**src/design/cpu_consts.svh**
```systemverilog
`ifndef CPU_CONSTS_SVH
`define CPU_CONSTS_SVH

////////////////////////////////////////////////////////////
// widths and counts
`define DATA_WIDTH      8   // register and ram word
`define INSTR_WIDTH     32
`define PC_WIDTH        8
`define RAM_ADDR_WIDTH  10  // 1024 x 8 data ram
`define REG_ADDR_WIDTH  3
`define REG_COUNT       6   // numbers 6 and 7 unused
`define OPCODE_WIDTH    5
`define FLAG_WIDTH      4

////////////////////////////////////////////////////////////
// instruction word fields
`define RAM_ADDR_MSB    31
`define RAM_ADDR_LSB    22
`define IMM_MSB         21
`define IMM_LSB         14
`define OP1_MSB         13
`define OP1_LSB         11
`define OP2_MSB         10
`define OP2_LSB         8
`define OP3_MSB         7
`define OP3_LSB         5
`define OPCODE_MSB      4
`define OPCODE_LSB      0

// flag register bit positions
`define FLAG_ZERO       0
`define FLAG_GREATER    1
`define FLAG_SHIFT      2
`define FLAG_CARRY      3

`endif

```
**src/design/isa_pkg.sv**
```systemverilog
`include "cpu_consts.svh"

package isa_pkg;

	typedef logic [`INSTR_WIDTH-1:0] instr_t;
	typedef logic [`REG_ADDR_WIDTH-1:0] reg_addr_t;
	typedef logic [`RAM_ADDR_WIDTH-1:0] ram_addr_t;
	typedef logic [`PC_WIDTH-1:0] pc_t;

	////////////////////////////////////////////////////////////
	// opcodes, gaps are no-ops
	typedef enum logic [`OPCODE_WIDTH-1:0]
	{
		op_eop        = 5'd0,   // end of program
		op_move       = 5'd1,
		op_load_imm   = 5'd2,
		op_add        = 5'd3,
		op_sub        = 5'd4,
		op_and        = 5'd5,
		op_or         = 5'd6,
		op_shl        = 5'd7,
		op_shr        = 5'd9,
		op_store      = 5'd10,
		op_cmp        = 5'd11,
		op_br_carry   = 5'd12,
		op_br_greater = 5'd13,
		op_br_lesser  = 5'd14,  // neither greater nor zero
		op_br_zero    = 5'd15,
		op_br_shift   = 5'd17,
		op_jump       = 5'd18,
		op_load_mem   = 5'd22   // two cycles
	} opcode_t;

	typedef enum logic [2:0]
	{
		br_none,
		br_carry,
		br_greater,
		br_lesser,
		br_zero,
		br_shift,
		br_always
	} branch_cond_t;

endpackage

```
**src/design/core_pkg.sv**
```systemverilog
`include "cpu_consts.svh"

package core_pkg;

	typedef logic [`DATA_WIDTH-1:0] data_t;
	typedef logic [`FLAG_WIDTH-1:0] flags_t;  // carry, shift_out, greater, zero

	typedef enum logic [2:0]
	{
		alu_none,   // flags held
		alu_add,
		alu_sub,
		alu_and,
		alu_or,
		alu_shl,
		alu_shr,
		alu_cmp
	} alu_func_t;

	// register write data source
	typedef enum logic [1:0]
	{
		wb_alu,
		wb_imm,
		wb_reg,     // read port a, used by move
		wb_mem
	} wb_src_t;

	typedef enum logic [1:0]
	{
		st_run,
		st_load_wait,
		st_halted
	} seq_state_t;

endpackage

```
**src/design/instr_decode.sv**
```systemverilog
`include "cpu_consts.svh"

module instr_decode
(
	input  isa_pkg::instr_t          instr,
	output isa_pkg::reg_addr_t       op1,
	output isa_pkg::reg_addr_t       op2,
	output isa_pkg::reg_addr_t       dest,
	output core_pkg::data_t          imm,
	output isa_pkg::pc_t             target,
	output isa_pkg::ram_addr_t       ram_addr,
	output core_pkg::alu_func_t      alu_func,
	output core_pkg::wb_src_t        wb_src,
	output isa_pkg::branch_cond_t    branch_cond,
	output logic                     reg_write_req,
	output logic                     is_load,
	output logic                     is_store,
	output logic                     is_halt
);

	isa_pkg::opcode_t opcode;
	isa_pkg::reg_addr_t op3;

	////////////////////////////////////////////////////////////
	// field extraction
	assign opcode   = isa_pkg::opcode_t'(instr[`OPCODE_MSB:`OPCODE_LSB]);
	assign op1      = instr[`OP1_MSB:`OP1_LSB];
	assign op2      = instr[`OP2_MSB:`OP2_LSB];
	assign op3      = instr[`OP3_MSB:`OP3_LSB];
	assign imm      = instr[`IMM_MSB:`IMM_LSB];
	assign target   = instr[`IMM_LSB+`PC_WIDTH-1:`IMM_LSB];  // low bits of immediate
	assign ram_addr = instr[`RAM_ADDR_MSB:`RAM_ADDR_LSB];

	////////////////////////////////////////////////////////////
	// opcode to control fields
	always_comb
	begin
		dest          = op1;
		alu_func      = core_pkg::alu_none;
		wb_src        = core_pkg::wb_alu;
		branch_cond   = isa_pkg::br_none;
		reg_write_req = 1'b0;
		is_load       = 1'b0;
		is_store      = 1'b0;
		is_halt       = 1'b0;
		case (opcode)
			isa_pkg::op_eop:        is_halt = 1'b1;
			isa_pkg::op_move:
			begin
				dest          = op2;  // op2 gets op1
				wb_src        = core_pkg::wb_reg;
				reg_write_req = 1'b1;
			end
			isa_pkg::op_load_imm:
			begin
				wb_src        = core_pkg::wb_imm;
				reg_write_req = 1'b1;
			end
			isa_pkg::op_add, isa_pkg::op_sub, isa_pkg::op_and, isa_pkg::op_or:
			begin
				dest          = op3;  // three-operand form
				reg_write_req = 1'b1;
			end
			isa_pkg::op_shl, isa_pkg::op_shr: reg_write_req = 1'b1;  // in place
			isa_pkg::op_store:      is_store = 1'b1;
			isa_pkg::op_br_carry:   branch_cond = isa_pkg::br_carry;
			isa_pkg::op_br_greater: branch_cond = isa_pkg::br_greater;
			isa_pkg::op_br_lesser:  branch_cond = isa_pkg::br_lesser;
			isa_pkg::op_br_zero:    branch_cond = isa_pkg::br_zero;
			isa_pkg::op_br_shift:   branch_cond = isa_pkg::br_shift;
			isa_pkg::op_jump:       branch_cond = isa_pkg::br_always;
			isa_pkg::op_load_mem:
			begin
				wb_src        = core_pkg::wb_mem;
				reg_write_req = 1'b1;
				is_load       = 1'b1;
			end
			default: ;              // dropped or undefined, no-op
		endcase

		// alu function, separate from write control
		case (opcode)
			isa_pkg::op_add: alu_func = core_pkg::alu_add;
			isa_pkg::op_sub: alu_func = core_pkg::alu_sub;
			isa_pkg::op_and: alu_func = core_pkg::alu_and;
			isa_pkg::op_or:  alu_func = core_pkg::alu_or;
			isa_pkg::op_shl: alu_func = core_pkg::alu_shl;
			isa_pkg::op_shr: alu_func = core_pkg::alu_shr;
			isa_pkg::op_cmp: alu_func = core_pkg::alu_cmp;
			default: ;
		endcase
	end

endmodule

```
**src/design/sequencer.sv**
```systemverilog
`include "cpu_consts.svh"

module sequencer
(
	input  logic                     clock,
	input  logic                     reset,
	input  core_pkg::flags_t         flags,
	input  isa_pkg::pc_t             target,
	input  isa_pkg::ram_addr_t       ram_addr,
	input  isa_pkg::branch_cond_t    branch_cond,
	input  logic                     reg_write_req,
	input  logic                     is_load,
	input  logic                     is_store,
	input  logic                     is_halt,
	output isa_pkg::pc_t             pc,
	output logic                     reg_write,
	output logic                     mem_enable,
	output logic                     mem_write,
	output isa_pkg::ram_addr_t       mem_addr,
	output logic                     halted
);

	core_pkg::seq_state_t state;
	isa_pkg::pc_t pc_inc;
	isa_pkg::pc_t next_pc;
	logic taken;
	logic running;

	////////////////////////////////////////////////////////////
	// branch decision
	always_comb
	begin
		case (branch_cond)
			isa_pkg::br_carry:   taken = flags[`FLAG_CARRY];
			isa_pkg::br_greater: taken = flags[`FLAG_GREATER];
			isa_pkg::br_lesser:  taken = !flags[`FLAG_GREATER] && !flags[`FLAG_ZERO];
			isa_pkg::br_zero:    taken = flags[`FLAG_ZERO];
			isa_pkg::br_shift:   taken = flags[`FLAG_SHIFT];
			isa_pkg::br_always:  taken = 1'b1;
			default:             taken = 1'b0;
		endcase
	end

	assign pc_inc  = pc + 1'b1;
	assign next_pc = taken ? target : pc_inc;

	////////////////////////////////////////////////////////////
	// state machine and program counter
	always_ff @(posedge clock)
	begin
		if (reset)
		begin
			state <= core_pkg::st_run;
			pc    <= '0;
		end
		else
		begin
			case (state)
				core_pkg::st_run:
				begin
					if (is_halt)
						state <= core_pkg::st_halted;   // pc frozen from here
					else if (is_load)
						state <= core_pkg::st_load_wait; // pc holds for ram read
					else
						pc <= next_pc;
				end
				core_pkg::st_load_wait:
				begin
					state <= core_pkg::st_run;
					pc    <= pc_inc;
				end
				core_pkg::st_halted: state <= core_pkg::st_halted;
				default:             state <= core_pkg::st_run;
			endcase
		end
	end

	////////////////////////////////////////////////////////////
	// strobes
	assign running    = (state == core_pkg::st_run);
	assign halted     = (state == core_pkg::st_halted);
	assign mem_enable = running && (is_load || is_store);  // read or write strobe
	assign mem_write  = running && is_store;
	assign mem_addr   = ram_addr;

	// a load writes only once the ram word is back
	assign reg_write = reg_write_req
		&& ((running && !is_load) || (state == core_pkg::st_load_wait));

endmodule

```
**src/design/register_file.sv**
```systemverilog
`include "cpu_consts.svh"

module register_file
(
	input  logic                   clock,
	input  logic                   reset,
	input  isa_pkg::reg_addr_t     op1,
	input  isa_pkg::reg_addr_t     op2,
	input  isa_pkg::reg_addr_t     dest,
	input  logic                   reg_write,
	input  core_pkg::wb_src_t      wb_src,
	input  core_pkg::data_t        imm,
	input  core_pkg::data_t        alu_result,
	input  core_pkg::data_t        mem_rdata,
	output core_pkg::data_t        rd_a,
	output core_pkg::data_t        rd_b
);

	core_pkg::data_t regs [`REG_COUNT];
	core_pkg::data_t wr_data;

	// unpopulated numbers read as zero
	assign rd_a = (op1 < `REG_COUNT) ? regs[op1] : '0;
	assign rd_b = (op2 < `REG_COUNT) ? regs[op2] : '0;

	always_comb
	begin
		case (wb_src)
			core_pkg::wb_imm: wr_data = imm;
			core_pkg::wb_reg: wr_data = rd_a;   // move
			core_pkg::wb_mem: wr_data = mem_rdata;
			default:          wr_data = alu_result;
		endcase
	end

	always_ff @(posedge clock)
	begin
		if (reset)
		begin
			for (int i = 0; i < `REG_COUNT; i++)
				regs[i] <= '0;
		end
		else if (reg_write && (dest < `REG_COUNT))
			regs[dest] <= wr_data;
	end

endmodule

```
**src/design/alu.sv**
```systemverilog
`include "cpu_consts.svh"

module alu
(
	input  logic                   clock,
	input  logic                   reset,
	input  core_pkg::alu_func_t    alu_func,
	input  core_pkg::data_t        a,
	input  core_pkg::data_t        b,
	output core_pkg::data_t        result,
	output core_pkg::flags_t       flags
);

	logic [`DATA_WIDTH:0] sum;   // one extra bit for carry
	logic [`DATA_WIDTH:0] diff;  // msb is the borrow
	core_pkg::flags_t next_flags;

	assign sum  = {1'b0, a} + {1'b0, b};
	assign diff = {1'b0, a} - {1'b0, b};

	////////////////////////////////////////////////////////////
	// result and next flags
	always_comb
	begin
		result     = a;
		next_flags = flags;   // unnamed flags held
		case (alu_func)
			core_pkg::alu_add:
			begin
				result                  = sum[`DATA_WIDTH-1:0];
				next_flags[`FLAG_CARRY] = sum[`DATA_WIDTH];
			end
			core_pkg::alu_sub:
			begin
				result                  = diff[`DATA_WIDTH-1:0];
				next_flags[`FLAG_CARRY] = diff[`DATA_WIDTH];
			end
			core_pkg::alu_and: result = a & b;
			core_pkg::alu_or:  result = a | b;
			core_pkg::alu_shl:
			begin
				result                  = a << 1;
				next_flags[`FLAG_SHIFT] = a[`DATA_WIDTH-1];
			end
			core_pkg::alu_shr:
			begin
				result                  = a >> 1;
				next_flags[`FLAG_SHIFT] = a[0];  // bit 0 falls out
			end
			default: ;
		endcase

		// zero follows the result, except for compare
		if (alu_func == core_pkg::alu_cmp)
		begin
			next_flags[`FLAG_GREATER] = (a > b);
			next_flags[`FLAG_ZERO]    = (a == b);
		end
		else if (alu_func != core_pkg::alu_none)
			next_flags[`FLAG_ZERO] = (result == '0);
	end

	////////////////////////////////////////////////////////////
	// flag register
	always_ff @(posedge clock)
	begin
		if (reset)
			flags <= '0;
		else if (alu_func != core_pkg::alu_none)
			flags <= next_flags;
	end

endmodule

```
**src/design/cpu_top.sv**
```systemverilog
module cpu_top
(
	input  logic                 clock,
	input  logic                 reset,
	input  isa_pkg::instr_t      instr,
	input  core_pkg::data_t      mem_rdata,
	output isa_pkg::pc_t         pc,
	output logic                 mem_enable,
	output logic                 mem_write,
	output logic                 halted,
	output isa_pkg::ram_addr_t   mem_addr,
	output core_pkg::data_t      mem_wdata
);

	isa_pkg::reg_addr_t op1;
	isa_pkg::reg_addr_t op2;
	isa_pkg::reg_addr_t dest;
	core_pkg::data_t imm;
	isa_pkg::pc_t target;
	isa_pkg::ram_addr_t ram_addr;
	core_pkg::alu_func_t alu_func;
	core_pkg::wb_src_t wb_src;
	isa_pkg::branch_cond_t branch_cond;
	logic reg_write_req;
	logic is_load;
	logic is_store;
	logic is_halt;
	logic reg_write;
	core_pkg::data_t rd_a;
	core_pkg::data_t rd_b;
	core_pkg::data_t alu_result;
	core_pkg::flags_t flags;

	assign mem_wdata = rd_a;   // store writes op1

	instr_decode i_instr_decode
	(
		.instr(instr), .op1(op1), .op2(op2), .dest(dest), .imm(imm), .target(target),
		.ram_addr(ram_addr), .alu_func(alu_func), .wb_src(wb_src),
		.branch_cond(branch_cond), .reg_write_req(reg_write_req), .is_load(is_load),
		.is_store(is_store), .is_halt(is_halt)
	);

	sequencer i_sequencer
	(
		.clock(clock), .reset(reset), .flags(flags), .target(target), .ram_addr(ram_addr),
		.branch_cond(branch_cond), .reg_write_req(reg_write_req), .is_load(is_load),
		.is_store(is_store), .is_halt(is_halt), .pc(pc), .reg_write(reg_write),
		.mem_enable(mem_enable), .mem_write(mem_write), .mem_addr(mem_addr),
		.halted(halted)
	);

	register_file i_register_file
	(
		.clock(clock), .reset(reset), .op1(op1), .op2(op2), .dest(dest),
		.reg_write(reg_write), .wb_src(wb_src), .imm(imm), .alu_result(alu_result),
		.mem_rdata(mem_rdata), .rd_a(rd_a), .rd_b(rd_b)
	);

	alu i_alu
	(
		.clock(clock), .reset(reset), .alu_func(alu_func), .a(rd_a), .b(rd_b),
		.result(alu_result), .flags(flags)
	);

endmodule

```
**config.mk**
```make
export PLATFORM = sky130hd
export DESIGN_NAME = cpu_top
export DESIGN_NICKNAME = d
export VERILOG_FILES = /design/src/design/isa_pkg.sv /design/src/design/core_pkg.sv /design/src/design/instr_decode.sv /design/src/design/sequencer.sv /design/src/design/register_file.sv /design/src/design/alu.sv /design/src/design/cpu_top.sv
export VERILOG_INCLUDE_DIRS = /design/src /design/src/design
export SDC_FILE = /design/constraint.sdc
export NUM_CORES = 1
export LEC_CHECK = 0
export BUFFER_PORTS_ARGS = -buffer_cell sky130_fd_sc_hd__buf_4
export CORE_ASPECT_RATIO = 0.8
export CORE_MARGIN = 2
export CORE_UTILIZATION = 40
export DETAILED_ROUTE_END_ITERATION = 6
export PLACE_DENSITY = 0.59
export SYNTH_ARGS = -nofsm -noshare
export SYNTH_HDL_FRONTEND = slang
export SYNTH_SLANG_ARGS = --single-unit
```
**constraint.sdc**
```tcl
create_clock -name clock -period 3.95 [get_ports clock]
set_input_delay 0.1975 -clock clock [delete_from_list [all_inputs] [get_ports clock]]
set_output_delay 0.1975 -clock clock [all_outputs]
set_load 0.01 [all_outputs]
```
==> results of run 1 <==
==> metrics by stage <==
step | total power [mW] | area [µm²]
floorplan | 1.09 | 5270
global placement | 1.25 | 5740
detailed placement | 1.25 | 5740
CTS | 2.10 | 6050
global route | 2.19 | 6050
finish | 2.11 | 6050
==> power by group through the flow <==
stage                     clock network (mW)  logic [mW]  registers, mW
after CTS                              0.862       0.491          0.752
final                                  0.858       0.499          0.753
after global routing                   0.892       0.537          0.756
after global placement                     0       0.487          0.763
after detailed placement                   0       0.487          0.765
after floorplan                            0       0.330          0.758
==> cells by family after synthesis <==
family,Yosys count,share of synthesized area
flip-flops,62,0.327
AND/OR/NAND/NOR,213,0.203
adder cells (fa/ha/maj),27,0.0670
XOR/XNOR,5,0.00832
multiplexers,51,0.122
buffers and inverters,89,0.0741
AO/OA/AOI/OAI,141,0.198
==> worst max path at each step <==
| stage | to | start |
|---|---|---|
| 2_1_floorplan | i_register_file.regs[4][7] | instr[8] |
| 6_report | i_alu.flags[0] | i_register_file.regs[3][0] |
| 4_1_cts | i_alu.flags[0] | i_register_file.regs[3][0] |
| 5_1_grt | i_register_file.regs[4][6] | i_register_file.regs[3][0] |
| 3_3_place_gp | i_alu.flags[0] | instr[8] |
| 3_5_place_dp | i_alu.flags[0] | instr[12] |
==> area by class of cell <==
class | count | area, µm² | area share
clock buffer | 10 | 229 | 0.0378
sequential | 62 | 1720 | 0.285
clock inverter | 6 | 86.3 | 0.0143
timing repair buffer | 62 | 465 | 0.0769
tap | 175 | 219 | 0.0362
inverter | 47 | 176 | 0.0292
multi-input combinational | 437 | 3150 | 0.521
==> sequential cells by signal, summed over array words and instances, names as in the netlist <==
register	count
i_sequencer.state	2
i_sequencer.pc	8
i_alu.flags	4
i_register_file.regs	48
==> layout by cell type, fill, tap and decap left out, types with 12 or more instances in the layout <==
master	instances
sky130_fd_sc_hd__a21oi_1	17
sky130_fd_sc_hd__ha_1	25
sky130_fd_sc_hd__edfxtp_1	48
sky130_fd_sc_hd__nand2_1	16
sky130_fd_sc_hd__nand3_1	13
sky130_fd_sc_hd__o21ai_0	22
sky130_fd_sc_hd__dfxtp_1	14
sky130_fd_sc_hd__nor2_1	94
sky130_fd_sc_hd__buf_4	62
sky130_fd_sc_hd__o22ai_1	12
sky130_fd_sc_hd__mux2i_1	35
sky130_fd_sc_hd__nor3_1	14
sky130_fd_sc_hd__nand2b_1	24
sky130_fd_sc_hd__inv_1	47
==> metal layers <==
metal  vias to the layer above  global-route usage  wire length, µm
li1                       2220                   -                -
met1                      2375               0.346             7740
met2                       220               0.384             7660
met3                        17              0.0525             1370
met4                         0              0.0661              233
met5                         -                   0                0
==> critical path, cell delays in order, from the launching register on <==
cell and delay, ns:
sky130_fd_sc_hd__edfxtp_1 0.40, sky130_fd_sc_hd__mux2i_1 0.17, sky130_fd_sc_hd__nor2_1 0.05, sky130_fd_sc_hd__nor3_1 0.25
sky130_fd_sc_hd__buf_4 0.19, sky130_fd_sc_hd__ha_1 0.18, sky130_fd_sc_hd__inv_1 0.06, sky130_fd_sc_hd__fa_1 0.41
sky130_fd_sc_hd__nand2b_1 0.11, sky130_fd_sc_hd__a22oi_1 0.10, sky130_fd_sc_hd__a221o_1 0.35, sky130_fd_sc_hd__xnor2_1 0.21
sky130_fd_sc_hd__o211ai_1 0.17, sky130_fd_sc_hd__or4_1 0.62, sky130_fd_sc_hd__o32ai_2 0.21
==> metrics.txt, run 1 <==
# TYPE chip_impl_metric gauge
chip_impl_info{name="outcome",value="finished, final reports clean"} 1
chip_impl_metric{name="synthesized_flop_and_latch_total",unit=""} 62
chip_impl_metric{name="wire_per_inst",unit="µm"} 21.3
chip_impl_metric{name="post_cts.repair.setup_buffers",unit=""} 0
chip_impl_metric{name="netSwitchingPower",unit="mW"} 0.630
chip_impl_metric{name="global_route.usage.total",unit=""} 0.246
chip_impl_metric{name="swShare",unit=""} 0.298
chip_impl_metric{name="synth_nets",unit=""} 657
chip_impl_metric{name="worst_setup_hold_path_clk_slew",unit="ns"} 0.06
chip_impl_metric{name="drc_errors",unit=""} 0
chip_impl_metric{name="routed_wirelength",unit="µm"} 17000
chip_impl_metric{name="timing.final.crit_share",unit=""} 0.905
chip_impl_metric{name="power_report.internal_total",unit="mW"} 1.48
chip_impl_metric{name="post-route-util",unit=""} 0.470
chip_impl_metric{name="setup_viol_count_final",unit=""} 0
chip_impl_metric{name="final.fill_count",unit=""} 1307
chip_impl_metric{name="avgViaCountPerCell",unit=""} 6.05
chip_impl_metric{name="final_layout_size_suffix_gt1_frac",unit=""} 0.167
chip_impl_metric{name="powerDensity",unit="nW/µm²"} 349
chip_impl_metric{name="number_of_top_level_design_ports",unit=""} 71
chip_impl_metric{name="final.setup.worst_slack",unit="ns"} 0.375
chip_impl_metric{name="drt_pass1_iterations",unit=""} 5
chip_impl_metric{name="cellLeakagePower",unit="nW"} 2.48
chip_impl_metric{name="core_area",unit="µm²"} 12900
chip_impl_metric{name="placement_rows",unit=""} 37
chip_impl_metric{name="max_cap_viol_count",unit=""} 0
chip_impl_metric{name="maxClockFrequency",unit="MHz"} 280
chip_impl_info{name="hold_class",value="in -> reg"} 1
chip_impl_info{name="cell_with_the_most_instances_after_synthesis",value="sky130_fd_sc_hd__nor2_1"} 1
chip_impl_metric{name="antenna_found_initial",unit=""} 0
chip_impl_metric{name="synth-warning-count",unit=""} 0
chip_impl_metric{name="start_util",unit=""} 0.409
chip_impl_metric{name="grt.overflow.total",unit=""} 0
chip_impl_metric{name="antenna-diode-count",unit=""} 0
chip_impl_metric{name="clk_latency",unit="ns"} 0.34
chip_impl_metric{name="pre_cts_ws",unit="ns"} 0.190
chip_impl_metric{name="number_of_standard_cells_in_the_final_layout_excluding_fillers",unit=""} 799
chip_impl_metric{name="critical_path.max_fanout",unit=""} 5
chip_impl_metric{name="cp_data_arrival_time",unit="ns"} 3.83
chip_impl_metric{name="count_of_cells_resized_by_post_cts_repair",unit=""} 0
chip_impl_metric{name="cts_hold_repair.buffers",unit=""} 0
chip_impl_metric{name="netlist-cell-type-count",unit=""} 69
chip_impl_info{name="yosys_most_used_dff",value="sky130_fd_sc_hd__edfxtp_1"} 1
chip_impl_metric{name="cts_buffer_depth",unit=""} 2
chip_impl_info{name="clock_tree_from_tritoncts",value="yes"} 1
chip_impl_metric{name="grt_start_max_net_pins",unit=""} 27
chip_impl_info{name="root_buffer_cell",value="sky130_fd_sc_hd__clkbuf_16"} 1
chip_impl_metric{name="tritoncts.num_buffers",unit=""} 9
chip_impl_metric{name="seq_power_share",unit=""} 0.357
chip_impl_metric{name="worst-endpoint-required",unit="ns"} 4.20
chip_impl_info{name="element_type_at_the_critical_path_end",value="flop"} 1
chip_impl_metric{name="floorplan.die.height",unit="µm"} 107
chip_impl_metric{name="p_clk_frac",unit=""} 0.407
chip_impl_metric{name="synth-edff-count",unit=""} 48
chip_impl_metric{name="final.setup.tns",unit="ns"} 0
chip_impl_metric{name="final_net_count",unit=""} 688
chip_impl_info{name="synthTopCellsByArea",value="sky130_fd_sc_hd__edfxtp_1, sky130_fd_sc_hd__nor2_1, sky130_fd_sc_hd__mux2i_1"} 1
chip_impl_metric{name="final_ant_viol_nets",unit=""} 0
chip_impl_metric{name="floorplan.die_area",unit="µm²"} 14100
chip_impl_metric{name="first_global_vias",unit=""} 4670
chip_impl_metric{name="vdd.ir_drop.worst",unit="µV"} 185
chip_impl_metric{name="routabilityCongestion",unit=""} 0.979
chip_impl_info{name="timing_worst_setup_path_type",value="reg -> reg"} 1
chip_impl_info{name="cp-start-kind",value="flop"} 1
chip_impl_metric{name="fin_worst_skew",unit="ns"} 0.0103
chip_impl_metric{name="timing_max_transition_violations_final",unit=""} 0
chip_impl_info{name="rsz0062_at_grt",value="false"} 1
chip_impl_info{name="worstHoldStart",value="instr[14]"} 1
chip_impl_metric{name="finalHoldViolations",unit=""} 0
chip_impl_metric{name="global_route_wire_length_before_repair",unit="µm"} 26600
chip_impl_metric{name="synth_area_per_cell",unit="µm²"} 8.95
chip_impl_metric{name="dpl.cell_count",unit=""} 783
chip_impl_metric{name="area_delta_synth_final",unit="%"} 14.9
chip_impl_metric{name="postSynthCellCount",unit=""} 588
chip_impl_metric{name="clock_sinks",unit=""} 62
chip_impl_metric{name="synth_sequential_area_ratio",unit=""} 0.327
chip_impl_metric{name="syn-cell-area",unit="µm²"} 5270
chip_impl_metric{name="rr_worst_depth",unit=""} 14
chip_impl_metric{name="max_slew.worst_pin.slew",unit="ns"} 0.805
chip_impl_metric{name="die_w",unit="µm"} 132
chip_impl_info{name="worst_r2r_endpoint",value="i_alu.flags[0]"} 1
chip_impl_metric{name="via_count",unit=""} 4832
chip_impl_info{name="worst_hold_endpoint",value="i_sequencer.pc[0]"} 1
chip_impl_metric{name="rrSetupSlack",unit="ns"} 0.37
chip_impl_metric{name="netlist.area_leader.share",unit=""} 0.274
chip_impl_info{name="regToRegStartpoint",value="i_register_file.regs[3][0]"} 1
chip_impl_metric{name="async_reset_ff_frac",unit=""} 0
chip_impl_info{name="netlist_top_cells_count",value="sky130_fd_sc_hd__nor2_1, sky130_fd_sc_hd__edfxtp_1, sky130_fd_sc_hd__inv_1"} 1
chip_impl_metric{name="finalWorstPathRequiredPeriod",unit="ns"} 3.58
chip_impl_metric{name="hold_depth",unit=""} 3
chip_impl_metric{name="drt_first_iter_violations",unit=""} 665
chip_impl_info{name="biggest_area_consumer_among_synthesized_cells",value="sky130_fd_sc_hd__edfxtp_1"} 1
chip_impl_metric{name="power.combinational.fraction",unit=""} 0.237
chip_impl_metric{name="htree_num_levels",unit=""} 3
chip_impl_metric{name="slew_headroom",unit=""} 0.462
chip_impl_metric{name="dpl.hpwl",unit="µm"} 13000
chip_impl_metric{name="hold_ws",unit="ns"} 0.170
chip_impl_metric{name="portBuffers",unit=""} 50
Note: power is estimated with default switching activity, not from simulation.
==> inputs of run 2 (changes only) <==
--- a/config.mk
+++ b/config.mk
@@ -12,6 +12,7 @@
 export CORE_UTILIZATION = 40
 export DETAILED_ROUTE_END_ITERATION = 6
 export PLACE_DENSITY = 0.59
+export REMOVE_ABC_BUFFERS = 1
 export SYNTH_ARGS = -nofsm -noshare
 export SYNTH_HDL_FRONTEND = slang
 export SYNTH_SLANG_ARGS = --single-unit
==> run 2 against run 1 <==
Net effect:
- the flow now finishes with violations (DRC)
- count of clock-buffer cells in the layout is 4 higher
- sequential power hardly changed
- register-to-register slack worse by 0.04 ns
- clock power is 5.1% lower
- hold slack better by 0.0020 ns
- global-route usage is 0.35 points higher
- die area stayed put
- via count is 1.6% higher
- combinational power is 1% higher
- first-iteration DRC count is 17% lower
- clock skew is 0.0053 ns lower
==> metrics.txt, run 2 (synthesized netlist as in run 1, its figures left out) <==
# TYPE chip_impl_metric gauge
chip_impl_metric{name="cts_buffer_depth",unit=""} 2
chip_impl_metric{name="wl_met3",unit="µm"} 1370
chip_impl_metric{name="start_util",unit=""} 0.409
chip_impl_metric{name="p_clk_frac",unit=""} 0.393
chip_impl_metric{name="via_count",unit=""} 4909
chip_impl_metric{name="rr_worst_depth",unit=""} 13
chip_impl_metric{name="timing_max_transition_violations_final",unit=""} 0
chip_impl_metric{name="global_route.usage.total",unit=""} 0.249
chip_impl_metric{name="fin_worst_skew",unit="ns"} 0.00500
chip_impl_info{name="element_type_at_the_critical_path_end",value="flop"} 1
chip_impl_info{name="timing_worst_setup_path_type",value="reg -> reg"} 1
chip_impl_metric{name="finalWorstPathRequiredPeriod",unit="ns"} 3.62
chip_impl_info{name="route.top_layer_used",value="met4"} 1
chip_impl_info{name="clock_tree_from_tritoncts",value="yes"} 1
chip_impl_info{name="layout.cells.most_common",value="sky130_fd_sc_hd__nor2_1"} 1
chip_impl_metric{name="rrSetupSlack",unit="ns"} 0.33
chip_impl_metric{name="netSwitchingPower",unit="mW"} 0.617
chip_impl_metric{name="seq_power_share",unit=""} 0.363
chip_impl_metric{name="clock_sinks",unit=""} 62
chip_impl_info{name="outcome",value="finished, violations left"} 1
chip_impl_metric{name="placement_rows",unit=""} 37
chip_impl_metric{name="area_delta_synth_final",unit="%"} 16.2
chip_impl_metric{name="vdd.ir_drop.worst",unit="µV"} 177
chip_impl_info{name="most-common-layout-cells",value="sky130_fd_sc_hd__nor2_1, sky130_fd_sc_hd__buf_4, sky130_fd_sc_hd__edfxtp_1"} 1
chip_impl_metric{name="powerDensity",unit="nW/µm²"} 338
chip_impl_metric{name="dpl.hpwl",unit="µm"} 13400
chip_impl_metric{name="max_cap_viol_count",unit=""} 0
chip_impl_info{name="worstHoldStart",value="instr[15]"} 1
chip_impl_metric{name="routabilityCongestion",unit=""} 0.961
chip_impl_metric{name="final_ant_viol_nets",unit=""} 0
chip_impl_metric{name="hold_depth",unit=""} 3
chip_impl_metric{name="drt-met1-wl",unit="µm"} 8130
chip_impl_metric{name="final_area",unit="µm²"} 6120
chip_impl_metric{name="floorplan.die.height",unit="µm"} 107
chip_impl_metric{name="wire_per_inst",unit="µm"} 21.3
chip_impl_metric{name="first_global_vias",unit=""} 4592
chip_impl_metric{name="worst-endpoint-required",unit="ns"} 4.19
chip_impl_metric{name="tritoncts.num_buffers",unit=""} 9
chip_impl_metric{name="power_report.internal_total",unit="mW"} 1.45
chip_impl_info{name="top_register",value="i_register_file.regs"} 1
chip_impl_metric{name="final_net_count",unit=""} 698
chip_impl_metric{name="maxClockFrequency",unit="MHz"} 276
chip_impl_metric{name="avgViaCountPerCell",unit=""} 6.07
chip_impl_info{name="root_buffer_cell",value="sky130_fd_sc_hd__clkbuf_16"} 1
chip_impl_metric{name="cellLeakagePower",unit="nW"} 2.53
chip_impl_metric{name="drc_errors",unit=""} 19
chip_impl_metric{name="antenna_found_initial",unit=""} 0
chip_impl_info{name="largest_registers",value="i_register_file.regs (48), i_sequencer.pc (8), i_alu.flags (4)"} 1
chip_impl_info{name="worst_r2r_endpoint",value="i_alu.flags[0]"} 1
chip_impl_metric{name="grt.overflow.total",unit=""} 0
chip_impl_metric{name="slew_headroom",unit=""} 0.441
chip_impl_metric{name="final.setup.tns",unit="ns"} 0
chip_impl_metric{name="routed_wirelength",unit="µm"} 17200
chip_impl_metric{name="antenna-diode-count",unit=""} 0
chip_impl_metric{name="floorplan.die_area",unit="µm²"} 14100
chip_impl_metric{name="timing.final.crit_share",unit=""} 0.916
chip_impl_metric{name="drt_pass1_iterations",unit=""} 7
chip_impl_metric{name="die_w",unit="µm"} 132
chip_impl_metric{name="global_route_wire_length_before_repair",unit="µm"} 26900
chip_impl_info{name="worst_hold_endpoint",value="i_sequencer.pc[1]"} 1
chip_impl_metric{name="largest_reg_flops",unit=""} 48
chip_impl_metric{name="cts_hold_repair.buffers",unit=""} 0
chip_impl_metric{name="htree_num_levels",unit=""} 3
chip_impl_metric{name="power.combinational.fraction",unit=""} 0.244
chip_impl_metric{name="clk_latency",unit="ns"} 0.33
chip_impl_metric{name="portBuffers",unit=""} 50
chip_impl_metric{name="drt_first_iter_violations",unit=""} 550
chip_impl_info{name="violations_in_the_final_reports",value="DRC"} 1
chip_impl_metric{name="post_dp_cell_area",unit="µm²"} 5810
chip_impl_info{name="rsz0062_at_grt",value="false"} 1
chip_impl_metric{name="cp_data_arrival_time",unit="ns"} 3.86
chip_impl_metric{name="setup_viol_count_final",unit=""} 0
chip_impl_metric{name="max_slew.worst_pin.slew",unit="ns"} 0.836
chip_impl_metric{name="route.met2.wl",unit="µm"} 7470
chip_impl_info{name="regToRegStartpoint",value="i_register_file.regs[2][0]"} 1
chip_impl_metric{name="core_area",unit="µm²"} 12900
chip_impl_metric{name="final_layout_size_suffix_gt1_frac",unit=""} 0.178
chip_impl_metric{name="post_cts.repair.setup_buffers",unit=""} 0
chip_impl_metric{name="worst_setup_hold_path_clk_slew",unit="ns"} 0.05
chip_impl_metric{name="count_of_cells_resized_by_post_cts_repair",unit=""} 0
chip_impl_info{name="cp-start-kind",value="flop"} 1
chip_impl_metric{name="number_of_top_level_design_ports",unit=""} 71
chip_impl_metric{name="swShare",unit=""} 0.298
chip_impl_metric{name="final.fill_count",unit=""} 1315
chip_impl_metric{name="grt_start_max_net_pins",unit=""} 27
chip_impl_metric{name="finalHoldViolations",unit=""} 0
chip_impl_metric{name="critical_path.max_fanout",unit=""} 3
chip_impl_info{name="hold_class",value="in -> reg"} 1
-- run 2: cell count changes in the layout (fill, tap and decap cells not counted) --
cell and change:
sky130_fd_sc_hd__bufinv_16 -2, sky130_fd_sc_hd__clkbuf_1 +1, sky130_fd_sc_hd__clkinv_2 -1, sky130_fd_sc_hd__buf_4 +10
sky130_fd_sc_hd__clkbuf_8 +1, sky130_fd_sc_hd__clkinv_4 -1, sky130_fd_sc_hd__clkbuf_16 +2
-- run 2: per-stage QoR --
step	hold slack, ns	instances	util	setup WS, ns	total power [mW]
final	0.172	809	0.476	0.331	2.07
after global routing	0.191	809	0.476	0.205	2.15
after global placement	0.395	793	0.451	0.212	1.26
after floorplan	0.267	546	-	0.698	1.05
after CTS	0.155	809	0.476	0.380	2.07
after detailed placement	0.395	793	0.451	0.222	1.26
-- run 2: per-layer routing --
metal / vias up / track usage
met5: - / 0
met4: 0 / 0.0553
met3: 20 / 0.0567
met2: 232 / 0.378
met1: 2413 / 0.363
li1: 2244 / -
-- run 2: worst max-delay path, cell delays in order, from the launching register on --
cell	delay, ns
sky130_fd_sc_hd__edfxtp_1	0.41
sky130_fd_sc_hd__mux4_2	0.48
sky130_fd_sc_hd__inv_1	0.07
sky130_fd_sc_hd__o22ai_1	0.13
sky130_fd_sc_hd__ha_1	0.26
sky130_fd_sc_hd__inv_1	0.07
sky130_fd_sc_hd__fa_1	0.24
sky130_fd_sc_hd__nand2b_1	0.08
sky130_fd_sc_hd__a22oi_1	0.34
sky130_fd_sc_hd__xor2_1	0.19
sky130_fd_sc_hd__o22ai_1	0.10
sky130_fd_sc_hd__or3_1	0.40
sky130_fd_sc_hd__or4_1	0.54
sky130_fd_sc_hd__o32ai_2	0.22
-- run 2: worst max-delay path by stage --
| stage | cells past startpoint | end | from |
|---|---|---|---|
| 5_1_grt | 13 | i_alu.flags[0] | i_register_file.regs[2][0] |
| 3_3_place_gp | 14 | i_alu.flags[0] | instr[8] |
| 2_1_floorplan | 12 | i_register_file.regs[4][7] | i_register_file.regs[5][1] |
| 4_1_cts | 13 | i_alu.flags[0] | i_register_file.regs[2][0] |
| 6_report | 13 | i_alu.flags[0] | i_register_file.regs[2][0] |
| 3_5_place_dp | 14 | i_alu.flags[0] | instr[8] |
-- run 2: power groups by stage --
stage	registers, mW	logic (mW)	clock network, mW
floorplan	0.758	0.292	0
global placement	0.764	0.493	0
detailed placement	0.765	0.494	0
CTS	0.751	0.496	0.825
global route	0.755	0.546	0.846
finish	0.752	0.505	0.814
-- run 2: layout make-up --
cell class | instances | area, µm² | area share
multi-input combinational | 437 | 3150 | 0.515
clock buffer | 14 | 297 | 0.0485
inverter | 47 | 176 | 0.0288
timing repair buffer | 72 | 541 | 0.0883
sequential | 62 | 1720 | 0.281
clock inverter | 2 | 12.5 | 0.00204
tap | 175 | 219 | 0.0358
